`src/logic/serdes_defines.svh`:
```
`ifndef SERDES_DEFINES_SVH
`define SERDES_DEFINES_SVH

// bits per tx word, also bit clocks per word period
`define SERDES_WORD_BITS 8

// lane groups, each on its own word-load strobe
`define SERDES_GROUP0_LANES 4
`define SERDES_GROUP1_LANES 2
`define SERDES_TX_LANES (`SERDES_GROUP0_LANES + `SERDES_GROUP1_LANES)

// group 1 strobe phase, in bit periods after group 0
`define SERDES_PHASE_SEL_BITS 2

// word periods from reset release until lock
`define SERDES_LOCK_WORDS 4

// rx delay taps (16) and deserializer word width
`define SERDES_TAP_BITS 4
`define SERDES_RX_BITS 4

`endif

```
`src/logic/serdes_pkg.sv`:
```
`include "serdes_defines.svh"

package serdes_pkg;

	typedef logic [`SERDES_WORD_BITS-1:0] tx_word_t; // one lane, sent msb first

	// parallel words for all six tx lanes
	typedef struct packed {
		tx_word_t lane0; // group 0
		tx_word_t lane1;
		tx_word_t lane2;
		tx_word_t lane3;
		tx_word_t lane4; // group 1
		tx_word_t lane5;
	} tx_bank_t;

	// rx delay adjust request
	typedef struct packed {
		logic strobe; // one cycle, moves the tap by one
		logic inc_not_dec; // 1 adds a tap, 0 removes one
	} delay_ctrl_t;

	typedef logic [`SERDES_RX_BITS-1:0] rx_word_t; // oldest bit in the msb
	typedef logic [`SERDES_TAP_BITS-1:0] tap_t; // wraps modulo 16

endpackage

```
`src/logic/iserdes_lane.sv`:
```
`timescale 1ns/1ps
`include "serdes_defines.svh"

module iserdes_lane
	import serdes_pkg::*;
(
	input  logic clock,
	input  logic rst_n,
	input  logic bit_in, // delayed rx bit
	output rx_word_t word, // last four bits, oldest in the msb
	output logic valid // one cycle per completed word
);
	localparam int PHASE_BITS = $clog2(`SERDES_RX_BITS);
	localparam logic [PHASE_BITS-1:0] LAST_PHASE = PHASE_BITS'(`SERDES_RX_BITS - 1);

	logic [PHASE_BITS-1:0] phase; // bits taken into the current word

	always_ff @(posedge clock) begin
		if (!rst_n) begin
			phase <= '0;
			word <= '0;
			valid <= 1'b0;
		end else begin
			phase <= phase + 1'b1; // free running, wraps every word
			word <= {word[`SERDES_RX_BITS-2:0], bit_in}; // shift in at the lsb
			valid <= (phase == LAST_PHASE); // word complete after this bit
		end
	end

endmodule

```
`src/logic/oserdes_lane.sv`:
```
`timescale 1ns/1ps
`include "serdes_defines.svh"

module oserdes_lane
	import serdes_pkg::*;
(
	input  logic clock,
	input  logic rst_n,
	input  logic load, // take word at this edge
	input  tx_word_t word,
	output logic bit_out // msb first, 0 when idle
);
	localparam int REMAIN_BITS = $clog2(`SERDES_WORD_BITS + 1);

	tx_word_t shift_reg; // next bit to send sits in the msb
	logic [REMAIN_BITS-1:0] remain; // bits still to send

	always_ff @(posedge clock) begin
		if (load) begin
			shift_reg <= word;
		end else begin
			shift_reg <= shift_reg << 1; // move the next bit up
		end
	end

	// a new strobe restarts the word even if the old one is not done
	always_ff @(posedge clock) begin
		if (!rst_n) begin
			remain <= '0;
		end else if (load) begin
			remain <= REMAIN_BITS'(`SERDES_WORD_BITS);
		end else if (remain != '0) begin
			remain <= remain - 1'b1;
		end
	end

	assign bit_out = (remain != '0) && shift_reg[`SERDES_WORD_BITS-1]; // idle line is low

endmodule

```
`src/logic/rx_delay_line.sv`:
```
`timescale 1ns/1ps
`include "serdes_defines.svh"

module rx_delay_line
	import serdes_pkg::*;
(
	input  logic clock,
	input  logic rst_n,
	input  logic bit_in, // raw received bit
	input  delay_ctrl_t ctrl,
	output tap_t tap, // current delay setting
	output logic bit_out // bit_in from tap+1 cycles ago
);
	localparam int DEPTH = 2 ** `SERDES_TAP_BITS;

	logic [DEPTH-1:0] history; // entry k was sampled k+1 cycles ago

	always_ff @(posedge clock) begin
		if (!rst_n) begin
			history <= '0;
		end else begin
			history <= {history[DEPTH-2:0], bit_in}; // newest sample in entry 0
		end
	end

	// tap counter wraps both ways like the variable iodelay
	always_ff @(posedge clock) begin
		if (!rst_n) begin
			tap <= '0;
		end else if (ctrl.strobe) begin
			if (ctrl.inc_not_dec) begin
				tap <= tap + 1'b1; // 15 wraps to 0
			end else begin
				tap <= tap - 1'b1; // 0 wraps to 15
			end
		end
	end

	assign bit_out = history[tap]; // new tap takes effect the cycle after the strobe

endmodule

```
`src/logic/serdes_top.sv`:
```
`timescale 1ns/1ps
`include "serdes_defines.svh"

module serdes_top
	import serdes_pkg::*;
(
	input  logic clock, // bit clock
	input  logic rst_n,
	input  tx_bank_t tx_words, // parallel words for the six lanes
	input  logic [`SERDES_PHASE_SEL_BITS-1:0] word_clock1_sel, // group 1 phase
	input  logic rx_bit,
	input  delay_ctrl_t delay_ctrl,
	output logic [`SERDES_TX_LANES-1:0] tx_bits, // bit i is lane i
	output logic load0, // lanes 0-3 take their words
	output logic load1, // lanes 4-5 take their words
	output logic locked,
	output tap_t tap,
	output rx_word_t rx_word,
	output logic rx_valid
);
	tx_word_t [`SERDES_TX_LANES-1:0] lane_words; // indexed by lane number
	logic rx_delayed; // rx bit after the tap delay

	assign lane_words = {tx_words.lane5, tx_words.lane4, tx_words.lane3,
		tx_words.lane2, tx_words.lane1, tx_words.lane0};

	strobe_gen u_strobe_gen (
		.clock     (clock),
		.rst_n     (rst_n),
		.phase_sel (word_clock1_sel),
		.load0     (load0),
		.load1     (load1),
		.locked    (locked)
	);

	// hex lanes split 4/2 across the two word strobes
	for (genvar i = 0; i < `SERDES_TX_LANES; i++) begin : g_tx_lane
		oserdes_lane u_lane (
			.clock   (clock),
			.rst_n   (rst_n),
			.load    ((i < `SERDES_GROUP0_LANES) ? load0 : load1),
			.word    (lane_words[i]),
			.bit_out (tx_bits[i])
		);
	end

	rx_delay_line u_rx_delay (
		.clock   (clock),
		.rst_n   (rst_n),
		.bit_in  (rx_bit),
		.ctrl    (delay_ctrl),
		.tap     (tap),
		.bit_out (rx_delayed)
	);

	iserdes_lane u_iserdes (
		.clock  (clock),
		.rst_n  (rst_n),
		.bit_in (rx_delayed),
		.word   (rx_word),
		.valid  (rx_valid)
	);

endmodule

```
`src/logic/strobe_gen.sv`:
```
`timescale 1ns/1ps
`include "serdes_defines.svh"

module strobe_gen (
	input  logic clock, // bit clock
	input  logic rst_n,
	input  logic [`SERDES_PHASE_SEL_BITS-1:0] phase_sel, // requested group 1 phase
	output logic load0, // group 0 word strobe
	output logic load1, // group 1 word strobe, phase shifted
	output logic locked
);
	localparam int CNT_BITS = $clog2(`SERDES_WORD_BITS);
	localparam int LOCK_BITS = $clog2(`SERDES_LOCK_WORDS);
	localparam logic [CNT_BITS-1:0] LAST_BIT = CNT_BITS'(`SERDES_WORD_BITS - 1);
	localparam logic [LOCK_BITS-1:0] LAST_WORD = LOCK_BITS'(`SERDES_LOCK_WORDS - 1);

	logic [CNT_BITS-1:0] bit_cnt; // bit position inside the word period
	logic [LOCK_BITS-1:0] lock_cnt; // word periods finished before lock
	logic [`SERDES_PHASE_SEL_BITS-1:0] phase; // active group 1 phase
	logic word_end; // last bit of the current word period

	assign word_end = (bit_cnt == LAST_BIT);

	// word period divider, stands in for the pll divided clock
	always_ff @(posedge clock) begin
		if (!rst_n) begin
			bit_cnt <= '0;
		end else if (word_end) begin
			bit_cnt <= '0; // next word period
		end else begin
			bit_cnt <= bit_cnt + 1'b1;
		end
	end

	// lock after a fixed number of word periods, held until reset
	always_ff @(posedge clock) begin
		if (!rst_n) begin
			lock_cnt <= '0;
			locked <= 1'b0;
		end else if (word_end && !locked) begin
			lock_cnt <= lock_cnt + 1'b1;
			if (lock_cnt == LAST_WORD) begin
				locked <= 1'b1; // last lock period ends here
			end
		end
	end

	// phase only changes at a word boundary so group 1 never sees a torn period
	always_ff @(posedge clock) begin
		if (!rst_n) begin
			phase <= '0;
		end else if (word_end) begin
			phase <= phase_sel; // sampled even before lock
		end
	end

	assign load0 = locked && word_end; // one pulse per word period
	assign load1 = locked && (bit_cnt == CNT_BITS'(phase)); // phase+1 bits after load0

endmodule

```
`config.mk`:
```
export PLATFORM = sky130hd
export DESIGN_NAME = serdes_top
export DESIGN_NICKNAME = d
export VERILOG_FILES = /design/src/logic/serdes_pkg.sv /design/src/logic/iserdes_lane.sv /design/src/logic/oserdes_lane.sv /design/src/logic/rx_delay_line.sv /design/src/logic/serdes_top.sv /design/src/logic/strobe_gen.sv
export VERILOG_INCLUDE_DIRS = /design/src /design/src/logic
export SDC_FILE = /design/constraint.sdc
export NUM_CORES = 1
export LEC_CHECK = 0
export BUFFER_PORTS_ARGS = -buffer_cell sky130_fd_sc_hd__buf_2
export CAP_MARGIN = 20
export CORE_MARGIN = 10
export CORE_UTILIZATION = 62
export CTS_BUF_LIST = sky130_fd_sc_hd__clkbuf_8
export CTS_CLUSTER_SIZE = 30
export DETAILED_ROUTE_END_ITERATION = 10
export PLACE_DENSITY_LB_ADDON = 0.25
export SKIP_CTS_REPAIR_TIMING = 1
export SYNTH_ARGS = -nofsm -noshare
export SYNTH_HDL_FRONTEND = slang
export SYNTH_SLANG_ARGS = --single-unit
```
`constraint.sdc`:
```
create_clock -name clock -period 3.3 [get_ports clock]
set_input_delay 0.99 -clock clock [delete_from_list [all_inputs] [get_ports clock]]
set_output_delay 0.99 -clock clock [all_outputs]
set_load 0.1 [all_outputs]
```
### After elaboration in Yosys (flattened, before gate mapping)

Cells that the tools add are included.

* add/sub/neg operators: 11
* bitwise logic cells: 1
* div/mod/pow operators: 0
* mux-type cells: 21
* reduce and logical (&&, ||, !) cells: 26
* $mul: 0
* shifts and indexed selects: 0
* $lt $le $gt $ge: 1
* eq/ne operators: 4

Operators with widths (count)
* two-way mux 4 bit: 13
* two-way mux 8 bit: 6
* subtractor 4 x 1 -> 4 bit, second input constant: 7
* nonzero test 4 bit: 6
* nonzero test 2 bit: 6
* logical AND 1 bit: 9
* OR reduction 2 bit: 3
* less-than comparator 4 x 5 -> 1 bit, second input constant: 1
* adder 2 x 1 -> 2 bit, second input constant: 2
* adder 4 x 1 -> 4 bit, second input constant: 1
* binary-select mux 1 bit (select 4 bit): 1
* == test 2 bit, second input constant: 2
* adder 3 x 1 -> 3 bit, second input constant: 1
* == test 3 x 2 -> 1 bit: 1
* == test 3 bit, second input constant: 1
* AND reduction 2 bit: 1
* zero test 1 bit: 1
* two-way mux 1 bit: 1
* inverter 1 bit: 1

* bits in latches: 0
* output and inout port bits: 18
* memory bits (writable): 0
* bits of input ports: 55
* memory bits (read-only): 0
* memories: 0
* register bits after elaboration: 107
* logic and storage cells: 97

### Logic depth before layout (Yosys ltp)

* depth in word-level cells: 3
* depth in mapped cells: 6
* mapped depth without buffers: 6

### Hierarchy

From an unflattened synthesis, not the netlist that was laid out.

* cell total of the unflattened synthesis: 337
* area total of the unflattened synthesis: 4140.2 um2

By module, submodules not included
* oserdes_lane: area each 461.7 um2, cells an instance 38, seq. area each 240.2 um2, instances 6
* rx_delay_line: area each 804.5 um2, cells an instance 64, seq. area each 400.4 um2, instances 1
* strobe_gen: area each 359.1 um2, cells an instance 30, seq. area each 160.2 um2, instances 1
* iserdes_lane: area each 206.4 um2, cells an instance 15, seq. area each 140.1 um2, instances 1

### Worst setup path after synthesis

No wires, ideal clock.

* kind: reg2out
* start point: register u_strobe_gen.locked
* end point: output load1
* required time: 2.310 ns
* path slack: 0.081 ns
* stages on the path, launching flop included: 5
* data arrival time: 2.229 ns
* path buffers: 2
* cells stage by stage: dfxtp_1 -> buf_2 -> nand4b_4 -> buf_6 -> inv_1

* word-level cells in the longest chain between the ends: 1

RTL lines
* start: declaration: RTL line strobe_gen.sv:10 `output logic locked`
* start signal: assignment: RTL line strobe_gen.sv:39 `locked <= 1'b0;`
* start signal: assignment: RTL line strobe_gen.sv:43 `locked <= 1'b1;`
* logical AND 1 bit: RTL line strobe_gen.sv:58 `assign load1 = locked && (bit_cnt == CNT_BITS'(phase));`
* end: declaration: RTL line serdes_top.sv:15 `output logic load1,`

Every way passes these cells.

### Final worst setup path

* start point: register g_tx_lane[1].u_lane.remain[0]
* end point: output tx_bits[1]

* word-level cells in the longest chain between the ends: 2

RTL lines
* start: declaration: RTL line oserdes_lane.sv:16 `logic [REMAIN_BITS-1:0] remain;`
* start signal: assignment: RTL line oserdes_lane.sv:31 `` remain <= REMAIN_BITS'(`SERDES_WORD_BITS); ``
* start signal: assignment: RTL line oserdes_lane.sv:33 `remain <= remain - 1'b1;`
* nonzero test 4 bit: RTL line oserdes_lane.sv:37 `` assign bit_out = (remain != '0) && shift_reg[`SERDES_WORD_BITS-1]; ``
* logical AND 1 bit: RTL line oserdes_lane.sv:37
* end: declaration: RTL line serdes_top.sv:13 `` output logic [`SERDES_TX_LANES-1:0] tx_bits, ``

Every way passes these cells.

==> impl_summary.md <==
Run status
The flow ran to the end, and the final reports show no timing, DRC or antenna violations.

Power
The part of the power in combinational logic is between 20% and 30%. The internal power of the cells totals between 2 and 2.5 mW. The leakage power figure is approximately 2.2 nW.

The total power per unit cell area is roughly 670 nW/um^2. The sequential group share of total power is between 40% and 50%. The share of power burned in the clock network is between 20% and 30%. The power consumption is 3.14 mW. The maximum vdd ir drop is between 300 and 400 uV. The switching part of the total power is 32.2%.

In this run the power spent charging and discharging nets is roughly 1.0 mW.

CTS
The insertion delay of the later-clocked pin in the worst-skew pair is ~360 ps. The maximum buffer depth of the clock tree is 2. The clock root buffer master is sky130_fd_sc_hd__clkbuf_8. The total number of H-tree levels is 3. The clock net in this run drives a total of ~110 sinks. TritonCTS built the clock tree.

The clock buffer count from CTS is 9. Clock-pin slew was measured on the worst setup and hold paths at ~100 ps.

Detailed routing
The detailed-route DRC error count is 0. The average wire length per cell after detail routing is about 14 um. The number of DRC markers after the initial detailed-route iteration is 37.

For this block, the routed nets add up to between 7 and 8 mm of wire. For this run, the detailed router's first-pass iteration total came to 4. The detail route stage leaves a number of antenna-violating nets equal to 0. The total via count in the routed design is between 2000 and 3000. Using the TritonRoute via totals, the vias-per-cell ratio works out to between 5 and 6.

Timing
The highest clock rate is between 300 and 400 MHz. Setup violations remaining at the end of the flow were counted as 0. For the final database, setup skew stands at approximately 7.2 ps. Setup repair after global routing left no endpoint under its margin. The final critical path takes up about 85% of the cycle. The final count of pins violating max slew is 0.

The final hold violation count was 0. For the pin with the worst max-slew slack, the measured transition is 561 ps. After layout, the minimum clock period comes to around 2800 ps. The total negative setup slack is 0 ps. The tightest slew margin relative to the limit is a little over three fifths.

Worst hold path
The class of the tightest hold or removal check is register to register. The number of cells traversed by the worst hold path is 1.

Final layout
The number of antenna diodes in the final layout is 0. The flip-flop count of the largest register, all copies and words added is 48. The number of fillers in the final layout is 477. The layout-stage area growth over the synthesis result is 13.6%. The number of nets in the finished design is just over 500.

The fraction of layout instances using a drive strength above 1 is roughly a third.

Critical path
The worst setup path is captured at an output port. The longest individual stage delay on the worst path is about 420 ps. For the worst flop-to-flop path, the logic depth is 6. Data on the critical path arrives at its endpoint at around 1800 ps. The nature of the critical path startpoint is a register. Walking the worst path, the cells encountered are inv_1 > ha_1 > nand2b_1 > or2_2 > and2_1 > buf_2. Along the worst path, the maximum fanout reaches 4.

The library cell contributing the largest single delay on the critical path is sky130_fd_sc_hd__buf_2. The data required time of the worst path is about 2300 ps. The critical path class is register to output port.

Floorplan
The area of the die is roughly 10000 um^2. The placeable core region is about 6400 um^2. For this configuration, the core starts out at a cell density of around 64%. 73 I/O pins were placed.

The die is 102 um tall. The floorplan has 29 rows. Measured along the x axis, the die boundary spans between 100 and 150 um.

Synthesis
Yosys printed 0 warnings. After synthesis the cells add up to 4130 um^2. The sequential cell area fraction in the yosys report is between 50 and 60%. Multiplexer cells account for between 10% and 20% of the synthesized area.

After synthesis, the netlist uses 35 different library cells. The dominant cell type by area after synthesis is sky130_fd_sc_hd__dfxtp_1. After Yosys synthesis, full adders, half adders and majority gates account for roughly 5.9% of the synthesized area. The synthesized netlist devotes 4.82% of its cell area to compound gates. After synthesis, the cell types taking the most area are sky130_fd_sc_hd__dfxtp_1 52%, sky130_fd_sc_hd__mux2_2 9.5%, sky130_fd_sc_hd__ha_1 5.5%.

The gate count of the mapped netlist is about 360. The share of synthesized area in the top cell type comes to between 50% and 60%. The count of flip-flops with a built-in enable after synthesis is 0. Synthesis produced a netlist with a net count of approximately 440.

Counting flops and latches in the post-synthesis netlist gives roughly 110. The largest family of logic cells by synthesized area is multiplexers. The most common flop cell mapped by yosys is sky130_fd_sc_hd__dfxtp_1. The most used standard cell by instance count after synthesis is sky130_fd_sc_hd__dfxtp_1. The proportion of register bits with asynchronous set or reset after synthesis is 0%.

The fraction of synthesized cell area in xor and xnor cells is 2.33%. The commonest cells after synthesis are 107 x sky130_fd_sc_hd__dfxtp_1, 35 x sky130_fd_sc_hd__mux2_2, 31 x sky130_fd_sc_hd__and2_1, 18 x sky130_fd_sc_hd__ha_1, 15 x sky130_fd_sc_hd__inv_1. Dividing the synthesized area by the synthesized cell count gives around 11 um^2. Of the total synthesized cell area, the portion taken by AND, OR, NAND and NOR gates is roughly 15%.

Place
Once detailed placement completed, the half-perimeter wirelength came to around 5.5 mm. Routability-driven placement finished with a final weighted congestion of 0.754. During placement, the flow inserted port buffers numbering just over 70.

Global route
The first-pass GRT wire length is 12.4 mm. The total routing usage reported by global routing is 15.0%. The number of antenna violations at the first check in global routing is 0.

The overflow left after global routing is 0. The maximum number of pins on one net before global-route repair is 37. The via count of the first global-routing pass was around 2700.

Job
The tool flagged a number of max-cap violations equal to 0.
routing by layer:
metal	global-route usage, %	routed length (um)
met4	4.29	80
met1	16.5	2830
met5	0	0
met3	5.72	390
met2	26.2	3820
power by group through the flow:
stage               Sequential [mW]  Clock, mW  Combinational (mW)
floorplan                      1.63          0               0.639
global placement               1.59          0               0.817
detailed placement             1.59          0               0.872
CTS                            1.56      0.730               0.877
global route                   1.59      0.785               0.996
finish                         1.57      0.705               0.870
critical path: cells and delay by family (launching register included):
kind | cells | cell delay (ps)
AND/OR/NAND/NOR | 3 | 370
adder cells (fa/ha/maj) | 1 | 210
flip-flops | 1 | 390
buffers and inverters | 2 | 500
stage by stage:
stage	worst slack, ps	area, um^2	hold WS (ps)	std cells	utilization (%)
2_1_floorplan	80.9	4130	398	363	-
3_3_place_gp	926	4520	415	496	70.3
3_5_place_dp	879	4520	421	496	70.3
4_1_cts	468	4690	437	511	73.0
5_1_grt	341	4690	446	511	73.0
6_report	484	4690	431	511	73.0
logic make-up after synthesis:
family                   count (synthesis)
XOR/XNOR                                11
AO/OA/AOI/OAI                           31
adder cells (fa/ha/maj)                 19
multiplexers                            54
buffers and inverters                   34
AND/OR/NAND/NOR                        107
flip-flops                             107
cell usage in the layout, fill, tap and decap left out, drive strengths merged, types with 2 or more instances in the layout:
cell type  synthesis  final
ha                18     18
nand2b            13     13
mux4               2      2
and3               4      4
a21boi             6      6
a211oi             6      6
inv               15     17
nor2b              8      8
o211ai             2      2
clkbuf             7      9
clkinv             0      3
buf               12     75
nor3               6      6
nand3              2      2
and2              31     31
mux2              42     42
xnor2              9      9
dfxtp            107    107
and3b              2      2
or3                6      6
nand3b             6      6
or2                6      6
mux2i             10     10
a21oi             14     14
nor2              12     12
nand2              9      9
xor2               2      2
path summary, 6_finish.rpt:
path,from,to,slack [ps]
setup / recovery,g_tx_lane[1].u_lane.remain[0]$_SDFFE_PP0P_,tx_bits[1],480
hold / removal,u_iserdes.phase[0]$_SDFF_PN0_,u_iserdes.phase[0]$_SDFF_PN0_,430
setup reg to reg,u_strobe_gen.bit_cnt[0]$_SDFF_PP0_,g_tx_lane[0].u_lane.remain[1]$_SDFFE_PP0P_,1140
hold reg to reg,u_iserdes.phase[0]$_SDFF_PN0_,u_iserdes.phase[0]$_SDFF_PN0_,430
area by class of cell:
class	count	area (um^2)	area share, %
inverter	15	56.3	1.20
timing repair buffer	75	398	8.48
clock inverter	6	50.0	1.07
multi-input combinational	222	1820	38.9
sequential	107	2140	45.7
clock buffer	9	124	2.64
tap	77	96.3	2.05
Note: power is estimated with default switching activity, not from simulation.
